<file path="src/hdl/shuffle_pkg.sv">
// ==================================================
// shuffler package: default sizes, instruction
// encodings, controller states and memory ids
// ==================================================
`default_nettype none

package shuffle_pkg;

    // default datapath sizes
    parameter int NUM_LANES = 4;
    parameter int DATA_W    = 32;
    parameter int ADDR_W    = 8;

    // instruction field widths
    parameter int OPCODE_W   = 4;
    parameter int FN_W       = 4;
    parameter int NS_ID_W    = 3;
    parameter int NS_INDEX_W = 5;

    // config value is {src1 id, src1 index, src2 id, src2 index}
    parameter int CFG_W     = 16;
    parameter int ITER_W    = 8;
    parameter int NUM_LOOPS = 2;

    // namespace ids of the two vector memories
    parameter logic [NS_ID_W-1:0] VMEM1_ID = 3'd2;
    parameter logic [NS_ID_W-1:0] VMEM2_ID = 3'd3;

    typedef enum logic [OPCODE_W-1:0] {
        OP_PERMUTE = 4'd8
    } opcode_e;

    typedef enum logic [FN_W-1:0] {
        FN_SET_BASE   = 4'd0,
        FN_SET_ITER   = 4'd1,
        FN_SET_STRIDE = 4'd2,
        FN_START      = 4'd3
    } fn_e;

    // job controller
    typedef enum logic [1:0] {
        ST_IDLE = 2'd0,
        ST_BUSY = 2'd1,
        ST_DONE = 2'd2
    } state_e;

endpackage

`default_nettype wire
</file>
<file path="src/hdl/walker_cfg_if.sv">
// ==================================================
// walker configuration bus, one per read/write side
// ==================================================
`timescale 1ns/1ps
`default_nettype none

interface walker_cfg_if;
    import shuffle_pkg::*;

    // one-cycle write strobes
    logic             base_v;
    logic             stride_v;
    logic             iter_v;
    // target loop, 0 inner and 1 outer
    logic             loop_id;
    logic [CFG_W-1:0] value;

    modport source (
        output base_v, stride_v, iter_v, loop_id, value
    );

    modport sink (
        input base_v, stride_v, iter_v, loop_id, value
    );

endinterface

`default_nettype wire

</file>
<file path="src/hdl/simd_data_shuffler.sv">
// ==================================================
// SIMD data shuffler top: moves, transposes and
// permutes tensors between the two VMEMs
// ==================================================
`timescale 1ns/1ps
`default_nettype none

module simd_data_shuffler #(
    parameter int NUM_LANES = shuffle_pkg::NUM_LANES,
    parameter int DATA_W    = shuffle_pkg::DATA_W,
    parameter int ADDR_W    = shuffle_pkg::ADDR_W
) (
    input  logic                                clk,
    input  logic                                reset,
    input  logic [shuffle_pkg::OPCODE_W-1:0]    opcode,
    input  logic [shuffle_pkg::FN_W-1:0]        fn,
    input  logic [shuffle_pkg::NS_ID_W-1:0]     dest_ns_id,
    input  logic [shuffle_pkg::NS_INDEX_W-1:0]  dest_ns_index_id,
    input  logic [shuffle_pkg::NS_ID_W-1:0]     src1_ns_id,
    input  logic [shuffle_pkg::NS_INDEX_W-1:0]  src1_ns_index_id,
    input  logic [shuffle_pkg::NS_ID_W-1:0]     src2_ns_id,
    input  logic [shuffle_pkg::NS_INDEX_W-1:0]  src2_ns_index_id,
    output logic                                data_shuffle_done,
    output logic [NUM_LANES-1:0]                vmem1_write_req,
    output logic [NUM_LANES-1:0][ADDR_W-1:0]    vmem1_write_addr,
    output logic [NUM_LANES-1:0][DATA_W-1:0]    vmem1_write_data,
    output logic [NUM_LANES-1:0]                vmem1_read_req,
    output logic [NUM_LANES-1:0][ADDR_W-1:0]    vmem1_read_addr,
    input  logic [NUM_LANES-1:0][DATA_W-1:0]    vmem1_read_data,
    output logic [NUM_LANES-1:0]                vmem2_write_req,
    output logic [NUM_LANES-1:0][ADDR_W-1:0]    vmem2_write_addr,
    output logic [NUM_LANES-1:0][DATA_W-1:0]    vmem2_write_data,
    output logic [NUM_LANES-1:0]                vmem2_read_req,
    output logic [NUM_LANES-1:0][ADDR_W-1:0]    vmem2_read_addr,
    input  logic [NUM_LANES-1:0][DATA_W-1:0]    vmem2_read_data
);
    import shuffle_pkg::*;

    walker_cfg_if rd_cfg ();
    walker_cfg_if wr_cfg ();

    logic               job_start;
    logic               rd_start;
    logic               wr_start;
    logic               wr_done;
    logic [NS_ID_W-1:0] src_mem;
    logic [NS_ID_W-1:0] dst_mem;
    logic               shuffle_mode;
    logic [ADDR_W-1:0]  rd_addr;
    logic               rd_addr_v;
    logic [ADDR_W-1:0]  wr_addr;
    logic               wr_addr_v;

    shuffle_cmd_decode shuffle_cmd_decode_i (
        .clk(clk), .reset(reset), .opcode(opcode), .fn(fn),
        .dest_ns_id(dest_ns_id), .dest_ns_index_id(dest_ns_index_id),
        .src1_ns_id(src1_ns_id), .src1_ns_index_id(src1_ns_index_id),
        .src2_ns_id(src2_ns_id), .src2_ns_index_id(src2_ns_index_id),
        .rd_cfg(rd_cfg.source), .wr_cfg(wr_cfg.source), .start(job_start),
        .src_mem(src_mem), .dst_mem(dst_mem), .shuffle_mode(shuffle_mode)
    );

    shuffle_ctrl shuffle_ctrl_i (
        .clk(clk), .reset(reset), .start(job_start), .wr_done(wr_done),
        .rd_start(rd_start), .wr_start(wr_start), .done(data_shuffle_done)
    );

    // read side walker, its done is not needed
    stride_walker #(.ADDR_W(ADDR_W)) rd_walker_i (
        .clk(clk), .reset(reset), .cfg(rd_cfg.sink), .start(rd_start),
        .addr(rd_addr), .addr_v(rd_addr_v), .done()
    );

    stride_walker #(.ADDR_W(ADDR_W)) wr_walker_i (
        .clk(clk), .reset(reset), .cfg(wr_cfg.sink), .start(wr_start),
        .addr(wr_addr), .addr_v(wr_addr_v), .done(wr_done)
    );

    bank_router #(.NUM_LANES(NUM_LANES), .DATA_W(DATA_W), .ADDR_W(ADDR_W)) bank_router_i (
        .clk(clk), .reset(reset),
        .rd_addr(rd_addr), .rd_addr_v(rd_addr_v), .wr_addr(wr_addr), .wr_addr_v(wr_addr_v),
        .src_mem(src_mem), .dst_mem(dst_mem), .shuffle_mode(shuffle_mode),
        .vmem1_read_data(vmem1_read_data), .vmem2_read_data(vmem2_read_data),
        .vmem1_read_req(vmem1_read_req), .vmem1_read_addr(vmem1_read_addr),
        .vmem2_read_req(vmem2_read_req), .vmem2_read_addr(vmem2_read_addr),
        .vmem1_write_req(vmem1_write_req), .vmem1_write_addr(vmem1_write_addr),
        .vmem1_write_data(vmem1_write_data),
        .vmem2_write_req(vmem2_write_req), .vmem2_write_addr(vmem2_write_addr),
        .vmem2_write_data(vmem2_write_data)
    );

endmodule

`default_nettype wire

</file>
<file path="src/hdl/bank_router.sv">
// ==================================================
// VMEM request router and read data lane rotation
// ==================================================
`timescale 1ns/1ps
`default_nettype none

module bank_router #(
    parameter int NUM_LANES = shuffle_pkg::NUM_LANES,
    parameter int DATA_W    = shuffle_pkg::DATA_W,
    parameter int ADDR_W    = shuffle_pkg::ADDR_W
) (
    input  logic                                clk,
    input  logic                                reset,
    input  logic [ADDR_W-1:0]                   rd_addr,
    input  logic                                rd_addr_v,
    input  logic [ADDR_W-1:0]                   wr_addr,
    input  logic                                wr_addr_v,
    input  logic [shuffle_pkg::NS_ID_W-1:0]     src_mem,
    input  logic [shuffle_pkg::NS_ID_W-1:0]     dst_mem,
    input  logic                                shuffle_mode,
    input  logic [NUM_LANES-1:0][DATA_W-1:0]    vmem1_read_data,
    input  logic [NUM_LANES-1:0][DATA_W-1:0]    vmem2_read_data,
    output logic [NUM_LANES-1:0]                vmem1_read_req,
    output logic [NUM_LANES-1:0][ADDR_W-1:0]    vmem1_read_addr,
    output logic [NUM_LANES-1:0]                vmem2_read_req,
    output logic [NUM_LANES-1:0][ADDR_W-1:0]    vmem2_read_addr,
    output logic [NUM_LANES-1:0]                vmem1_write_req,
    output logic [NUM_LANES-1:0][ADDR_W-1:0]    vmem1_write_addr,
    output logic [NUM_LANES-1:0][DATA_W-1:0]    vmem1_write_data,
    output logic [NUM_LANES-1:0]                vmem2_write_req,
    output logic [NUM_LANES-1:0][ADDR_W-1:0]    vmem2_write_addr,
    output logic [NUM_LANES-1:0][DATA_W-1:0]    vmem2_write_data
);
    import shuffle_pkg::*;

    localparam int K_W = (NUM_LANES > 1) ? $clog2(NUM_LANES) : 1;

    logic [NUM_LANES-1:0][DATA_W-1:0] src_data;
    logic [NUM_LANES-1:0][DATA_W-1:0] wr_data;
    logic [K_W-1:0]                   elem_idx;

    // all lanes share one address per step
    assign vmem1_read_addr  = {NUM_LANES{rd_addr}};
    assign vmem2_read_addr  = {NUM_LANES{rd_addr}};
    assign vmem1_write_addr = {NUM_LANES{wr_addr}};
    assign vmem2_write_addr = {NUM_LANES{wr_addr}};
    assign vmem1_write_data = wr_data;
    assign vmem2_write_data = wr_data;

    // source select, unknown ids stay silent
    always_comb begin
        vmem1_read_req = '0;
        vmem2_read_req = '0;
        src_data       = '0;
        if (src_mem == VMEM1_ID) begin
            vmem1_read_req = {NUM_LANES{rd_addr_v}};
            src_data       = vmem1_read_data;
        end else if (src_mem == VMEM2_ID) begin
            vmem2_read_req = {NUM_LANES{rd_addr_v}};
            src_data       = vmem2_read_data;
        end
    end

    always_comb begin
        vmem1_write_req = '0;
        vmem2_write_req = '0;
        if (dst_mem == VMEM1_ID) begin
            vmem1_write_req = {NUM_LANES{wr_addr_v}};
        end else if (dst_mem == VMEM2_ID) begin
            vmem2_write_req = {NUM_LANES{wr_addr_v}};
        end
    end

    // element index, back to 0 whenever no write is in flight
    always_ff @(posedge clk) begin
        if (reset || !wr_addr_v) begin
            elem_idx <= '0;
        end else if (elem_idx == K_W'(NUM_LANES - 1)) begin
            elem_idx <= '0;
        end else begin
            elem_idx <= elem_idx + 1'b1;
        end
    end

    // lane n takes source lane (n + k) mod lanes when shuffling
    always_comb begin
        for (int n = 0; n < NUM_LANES; n++) begin
            if (shuffle_mode) begin
                wr_data[n] = src_data[(n + int'(elem_idx)) % NUM_LANES];
            end else begin
                wr_data[n] = src_data[n];
            end
        end
    end

endmodule

`default_nettype wire

</file>
<file path="src/hdl/stride_walker.sv">
// ==================================================
// two-level strided address walker for one side
// ==================================================
`timescale 1ns/1ps
`default_nettype none

module stride_walker #(
    parameter int ADDR_W = shuffle_pkg::ADDR_W
) (
    input  logic              clk,
    input  logic              reset,
    walker_cfg_if.sink        cfg,
    input  logic              start,
    output logic [ADDR_W-1:0] addr,
    output logic              addr_v,
    output logic              done
);
    import shuffle_pkg::*;

    logic [ADDR_W-1:0]                base;
    logic [NUM_LOOPS-1:0][ADDR_W-1:0] stride;
    logic [NUM_LOOPS-1:0][ITER_W-1:0] count;
    logic [NUM_LOOPS-1:0][ITER_W-1:0] idx;
    logic [NUM_LOOPS-1:0][ITER_W-1:0] idx_nxt;
    logic [NUM_LOOPS-1:0]             at_end;
    logic [ITER_W-1:0]                iter_val;
    logic [ADDR_W-1:0]                addr_sum;
    logic                             active;
    logic                             last;
    logic                             carry;

    // zero count behaves as a single pass
    assign iter_val = (cfg.value[ITER_W-1:0] == '0) ? ITER_W'(1) : cfg.value[ITER_W-1:0];

    // ==================================================
    // configuration registers
    // ==================================================
    always_ff @(posedge clk) begin
        if (reset) begin
            base   <= '0;
            stride <= '0;
            for (int l = 0; l < NUM_LOOPS; l++) begin
                count[l] <= ITER_W'(1);
            end
        end else begin
            if (cfg.base_v) begin
                base <= cfg.value[ADDR_W-1:0];
            end
            if (cfg.stride_v) begin
                stride[cfg.loop_id] <= cfg.value[ADDR_W-1:0];
            end
            if (cfg.iter_v) begin
                count[cfg.loop_id] <= iter_val;
            end
        end
    end

    // ==================================================
    // loop counters, inner loop carries into outer
    // ==================================================
    always_comb begin
        carry = 1'b1;
        for (int l = 0; l < NUM_LOOPS; l++) begin
            at_end[l]  = (idx[l] == count[l] - 1'b1);
            idx_nxt[l] = idx[l];
            if (carry) begin
                if (at_end[l]) begin
                    idx_nxt[l] = '0;
                end else begin
                    idx_nxt[l] = idx[l] + 1'b1;
                    carry      = 1'b0;
                end
            end
        end
    end

    assign last = &at_end;

    always_ff @(posedge clk) begin
        if (reset) begin
            active <= 1'b0;
            idx    <= '0;
        end else if (start) begin
            active <= 1'b1;
            idx    <= '0;
        end else if (active) begin
            idx <= idx_nxt;
            if (last) begin
                active <= 1'b0;
            end
        end
    end

    // base + sum of index times stride
    always_comb begin
        addr_sum = base;
        for (int l = 0; l < NUM_LOOPS; l++) begin
            addr_sum = addr_sum + ADDR_W'(idx[l]) * stride[l];
        end
    end

    assign addr   = addr_sum;
    assign addr_v = active;
    assign done   = active && last;

endmodule

`default_nettype wire

</file>
<file path="src/hdl/shuffle_ctrl.sv">
// ==================================================
// job controller: staggers walker starts and
// raises done once the write side has finished
// ==================================================
`timescale 1ns/1ps
`default_nettype none

module shuffle_ctrl (
    input  logic clk,
    input  logic reset,
    input  logic start,
    input  logic wr_done,
    output logic rd_start,
    output logic wr_start,
    output logic done
);
    import shuffle_pkg::*;

    state_e state;
    state_e state_nxt;
    logic   accept;

    // a start outside idle is dropped
    assign accept = start && (state == ST_IDLE);

    always_comb begin
        state_nxt = state;
        case (state)
            ST_IDLE: begin
                if (accept) begin
                    state_nxt = ST_BUSY;
                end
            end
            ST_BUSY: begin
                if (wr_done) begin
                    state_nxt = ST_DONE;
                end
            end
            ST_DONE: begin
                state_nxt = ST_IDLE;
            end
            default: begin
                state_nxt = ST_IDLE;
            end
        endcase
    end

    always_ff @(posedge clk) begin
        if (reset) begin
            state    <= ST_IDLE;
            rd_start <= 1'b0;
            wr_start <= 1'b0;
        end else begin
            state    <= state_nxt;
            // read walker one cycle behind start, write walker one more
            rd_start <= accept;
            wr_start <= rd_start;
        end
    end

    assign done = (state == ST_DONE);

endmodule

`default_nettype wire

</file>
<file path="src/hdl/shuffle_cmd_decode.sv">
// ==================================================
// permute instruction decoder: walker config strobes
// and job fields latched at start
// ==================================================
`timescale 1ns/1ps
`default_nettype none

module shuffle_cmd_decode (
    input  logic                              clk,
    input  logic                              reset,
    input  logic [shuffle_pkg::OPCODE_W-1:0]  opcode,
    input  logic [shuffle_pkg::FN_W-1:0]      fn,
    input  logic [shuffle_pkg::NS_ID_W-1:0]   dest_ns_id,
    input  logic [shuffle_pkg::NS_INDEX_W-1:0] dest_ns_index_id,
    input  logic [shuffle_pkg::NS_ID_W-1:0]   src1_ns_id,
    input  logic [shuffle_pkg::NS_INDEX_W-1:0] src1_ns_index_id,
    input  logic [shuffle_pkg::NS_ID_W-1:0]   src2_ns_id,
    input  logic [shuffle_pkg::NS_INDEX_W-1:0] src2_ns_index_id,
    walker_cfg_if.source                      rd_cfg,
    walker_cfg_if.source                      wr_cfg,
    output logic                              start,
    output logic [shuffle_pkg::NS_ID_W-1:0]   src_mem,
    output logic [shuffle_pkg::NS_ID_W-1:0]   dst_mem,
    output logic                              shuffle_mode
);
    import shuffle_pkg::*;

    logic             is_perm;
    logic             to_wr;
    logic [CFG_W-1:0] cfg_value;

    assign is_perm   = (opcode == OP_PERMUTE);
    // side select, 0 read source and 1 write destination
    assign to_wr     = dest_ns_id[0];
    assign cfg_value = {src1_ns_id, src1_ns_index_id, src2_ns_id, src2_ns_index_id};
    assign start     = is_perm && (fn == FN_START);

    // ==================================================
    // config strobes, same cycle as the instruction
    // ==================================================
    assign rd_cfg.base_v   = is_perm && (fn == FN_SET_BASE) && !to_wr;
    assign rd_cfg.stride_v = is_perm && (fn == FN_SET_STRIDE) && !to_wr;
    assign rd_cfg.iter_v   = is_perm && (fn == FN_SET_ITER) && !to_wr;
    assign rd_cfg.loop_id  = dest_ns_index_id[0];
    assign rd_cfg.value    = cfg_value;

    assign wr_cfg.base_v   = is_perm && (fn == FN_SET_BASE) && to_wr;
    assign wr_cfg.stride_v = is_perm && (fn == FN_SET_STRIDE) && to_wr;
    assign wr_cfg.iter_v   = is_perm && (fn == FN_SET_ITER) && to_wr;
    assign wr_cfg.loop_id  = dest_ns_index_id[0];
    assign wr_cfg.value    = cfg_value;

    // ==================================================
    // job fields
    // ==================================================
    always_ff @(posedge clk) begin
        if (reset) begin
            src_mem      <= '0;
            dst_mem      <= '0;
            shuffle_mode <= 1'b0;
        end else if (start) begin
            src_mem      <= src1_ns_id;
            dst_mem      <= dest_ns_id;
            // bit 0 set selects lane rotation
            shuffle_mode <= src2_ns_index_id[0];
        end
    end

endmodule

`default_nettype wire

</file>
<file path="config.mk">
export PLATFORM = sky130hd
export DESIGN_NAME = simd_data_shuffler
export DESIGN_NICKNAME = d
export VERILOG_FILES = /design/src/hdl/shuffle_pkg.sv /design/src/hdl/walker_cfg_if.sv /design/src/hdl/simd_data_shuffler.sv /design/src/hdl/bank_router.sv /design/src/hdl/stride_walker.sv /design/src/hdl/shuffle_ctrl.sv /design/src/hdl/shuffle_cmd_decode.sv
export SDC_FILE = /design/constraint.sdc
export NUM_CORES = 1
export LEC_CHECK = 0
export BUFFER_PORTS_ARGS = -buffer_cell sky130_fd_sc_hd__buf_2
export CAP_MARGIN = 20
export CORE_AREA = 2 2 266 268
export CTS_CLUSTER_DIAMETER = 50
export DETAILED_ROUTE_END_ITERATION = 10
export DIE_AREA = 0 0 268 270
export PLACE_DENSITY = 0.56
export SETUP_SLACK_MARGIN = 0.5
export SYNTH_ARGS = -nofsm -noshare
export SYNTH_HDL_FRONTEND = slang
export SYNTH_SLANG_ARGS = --single-unit
export TNS_END_PERCENT = 100
</file>
<file path="constraint.sdc">
create_clock -name clk -period 6.11 [get_ports clk]
set_input_delay 0.611 -clock clk [delete_from_list [all_inputs] [get_ports clk]]
set_output_delay 0.611 -clock clk [all_outputs]
set_load 0.03 [all_outputs]
</file>
==> metrics.txt <==
site row count 97; FF-to-FF path depth 9; chip width 268 um; part of the power in registers 0.408; via/cell ratio 4.83; top_reg_cell synth dfxtp_1; P_sw 0.560 mW; DRT Wirelength 84300 um; Clock transition at path regs 0.07 ns; Pleak just over 9 nW; Design Area, Final between 20000 and 25000 sq um; Root Driver clkbuf_16; dpl cells 3328; final worst-path cycle share 0.947; die height 270 um; CP Capture Type output port; switching part of the total 0.279; Core Util, Final 0.307; hold path endpoint shuffle_cmd_decode_i.src_mem[0]$_SDFFE_PP0P_; Clock Path Buffers 2; vias in the first global route 15.9k; GRT overflow 0; Crit Path Class reg2out; register area 2660 sq um; fraction of layout cells with a size suffix above 1 0.357; first drt pass iteration count 5; WHS Path Cells 3; DRT iter0 DRCs 1049; gr usage total 0.225; Worst Path Required roughly 5.5 ns; combinational share of power 0.092; mean routed wirelength per cell 24.7 um; Final Hold Viols 0; pin count of the biggest net entering global routing 130; IO Pins between 600 and 700; worst hold path class in2reg; slowest CP cell fa_1; actual slew at the worst max-slew pin 1.19 ns; Setup Total Neg Slack 0 ns; CTS tree yes; Die ar. between 70000 and 80000 sq um; most frequent CP cell fa_1; syn avg cell area ~8.4 sq um; placed inst area a little under 20000 sq um; final net count 2887; Synth Register Bits 127; flop2flop setup slack 2.97 ns; Worst Path Arrival about 5.2 ns; internal power 1.45 mW; clock tree sinks 127; Worst VDD drop roughly 160 uV; worst-path maximum fanout 8; Async S/R FF share, synth 0; CP cell instances nand2_2 > fa_1 > fa_1 > fa_1 > inv_2 > fa_1 > inv_2 > fa_1 > fa_2 > xor2_2 > xnor2_1 > xnor2_1 > xnor2_1 > xnor2_2 > xnor2_4 > buf_12 > buf_8; Largest stage delay, worst path 0.57 ns; gpl congestion 1.01; unrepaired setup endpoints after global routing yes; max-slew violations 0; syn nets 2516; H-Tree Depth 4; run status complete, no violations; Post-Route Skew roughly 0.013 ns; Clock Power Share 0.500; Power Density 94.1 nW/um^2; post-route insts no fill ~3.4k; Post-synth EDFFs 0; I/O Buffers 681; FMAX 173 MHz; reg2reg start wr_walker_i.count[0]$_SDFFE_PP1P_; Setup violations, final 0; HP Start src1_ns_id[0]; Initial Util 0.249; Yosys Warn Count 0; Routed Antenna Nets 0; Slew HR 0.203; # DRC 0; cell count after synthesis 2067; critical path launch point type register; CTS buffer count 17; Reg-to-Reg End wr_walker_i.idx[10]$_SDFFE_PP0P_; DP HPWL 70600 um; via count 16.5k; Netlist cell types 63; Multi-input gate area 12100 sq um; Worst-Skew Late Latency 0.43 ns; initial antenna violation count between 40 and 50; first-pass GRT wire length roughly 120000 um; Synth Cell Area 17300 sq um; area delta synth->final 23.1%; register area share after synthesis 0.147; Core Box Area 69500 sq um; Hold Slack 0.433 ns; Max Cap Violations 0; fill cell total of the finished layout between 7k and 8k; crit path time final 5.78 ns
-- worst max-delay path: cells and delay by family (launching register included) --
family	cells	cell delay, ns
adders and majority gates	6	2.85
xor gates and xnor gates	6	1.07
and+or+nand+nor	1	0.06
buffers and inverters	4	0.37
DFF	1	0.37
-- final cells by class --
type                            instances  area share
Multi-Input combinational cell       1411       0.569
Timing Repair Buffer                  739       0.196
Sequential cell                       127       0.125
Tap cell                              940      0.0552
Inverter                              142      0.0250
Clock buffer                           18      0.0206
Clock inverter                         14     0.00640
Antenna cell                           23     0.00270
-- flip-flops by register name, summed over array words and instances (netlist names), 2 cells and up --
register / count
shuffle_cmd_decode_i.dst_mem: 3
bank_router_i.elem_idx: 2
shuffle_ctrl_i.state: 2
wr_walker_i.base: 8
rd_walker_i.base: 8
wr_walker_i.stride: 16
rd_walker_i.stride: 16
rd_walker_i.idx: 16
wr_walker_i.idx: 16
wr_walker_i.count: 16
rd_walker_i.count: 16
shuffle_cmd_decode_i.src_mem: 3
-- cell usage in the layout, fill, tap and decap left out, types with 7 or more instances in the layout --
cell type    n
nor4_1       7
buf_2      649
buf_12       7
xor2_1      41
ha_1        79
buf_6       15
and2_1      78
nor2_1      88
fa_1        70
diode_2     23
a22oi_1    132
dfxtp_1     84
and3_1       7
nand2_2      7
nand4_1      8
inv_1      136
dfxtp_2     18
a21oi_1     57
dfxtp_4     25
nand2_1    169
nor3_1      16
clkbuf_16   17
o21ai_0      9
mux2i_1    431
buf_4       52
buf_8       16
xnor2_1     71
nand3_1     21
-- Yosys cell counts (all sizes together) (4+ instances only) --
cell type,instances,area (sq um)
or3,5,31.3
ha,85,1060
o31ai,4,30.0
nor4,8,65.1
a211o,5,43.8
a21oi,63,315
xor2,42,368
or2,6,37.5
and2,78,488
nor3b,7,52.6
a22oi,132,991
mux2i,431,4310
a21o,4,30.0
buf,281,2010
nand3b,4,30.0
xnor2,80,701
nor3,17,90.1
o21ai,11,55.1
dfxtp,127,2540
nand3,21,105
nor2b,6,37.5
fa,74,1480
nor2,89,337
and3,7,43.8
clkbuf,106,398
nand2,178,668
nand4,8,50.1
o21bai,4,30.0
inv,142,533
-- through the flow --
stage          setup slack (ns)  total power [mW]
5_1_grt                   0.127              2.07
4_1_cts                   0.298              2.03
2_1_floorplan             0.562             0.889
6_report                  0.326              2.01
3_3_place_gp              0.398              1.03
3_5_place_dp              0.344              1.03
-- power by group through the flow --
stage               clock [mW]  combinational (mW)  sequential, mW
floorplan                    0              0.0421           0.847
global placement             0               0.184           0.847
detailed placement           0               0.183           0.847
CTS                       1.02               0.184           0.820
global route              1.06               0.193           0.818
finish                    1.00               0.185           0.818
-- cells by family (layout without fill, tap and decap cells) --
family | after synthesis | in the layout | share of synthesized area
compound gates | 248 | 248 | 0.100
xor+xnor | 122 | 122 | 0.0617
fa+ha+maj | 159 | 159 | 0.147
buf+inv | 529 | 913 | 0.169
flops | 127 | 127 | 0.147
mux | 431 | 431 | 0.249
other cells | 0 | 23 | 0
simple gates | 451 | 451 | 0.126
-- repair_timing --
item / CTS / global route
setup endpoints to repair: 48 / 48
pin swaps: 31 / 15
hold buffers: 0 / 0
gates resized for setup: 120 / 79
buffers inserted: 27 / 4
-- how the worst max path moves through the flow --
stage / start / endpoint / slack, ns / cells past startpoint
final: wr_walker_i.idx[11]$_SDFFE_PP0P_ / vmem2_write_addr[23] / 0.33 / 17
after global routing: wr_walker_i.stride[9]$_SDFFE_PP0P_ / vmem2_write_addr[23] / 0.13 / 21
after CTS: wr_walker_i.idx[11]$_SDFFE_PP0P_ / vmem1_write_addr[23] / 0.30 / 17
after detailed placement: wr_walker_i.idx[9]$_SDFFE_PP0P_ / vmem1_write_addr[23] / 0.34 / 16
after global placement: wr_walker_i.idx[9]$_SDFFE_PP0P_ / vmem1_write_addr[31] / 0.40 / 16
after floorplan: rd_walker_i.idx[8]$_SDFFE_PP0P_ / vmem1_read_addr[31] / 0.56 / 17
-- routing by layer --
| layer | GRT usage | part of all wire |
|---|---|---|
| met1 | 0.278 | 0.41 |
| met2 | 0.354 | 0.45 |
| met3 | 0.0688 | 0.084 |
| met4 | 0.108 | 0.050 |
| met5 | 0.00270 | 0.0011 |
Power figures use the tool's default switching activity.
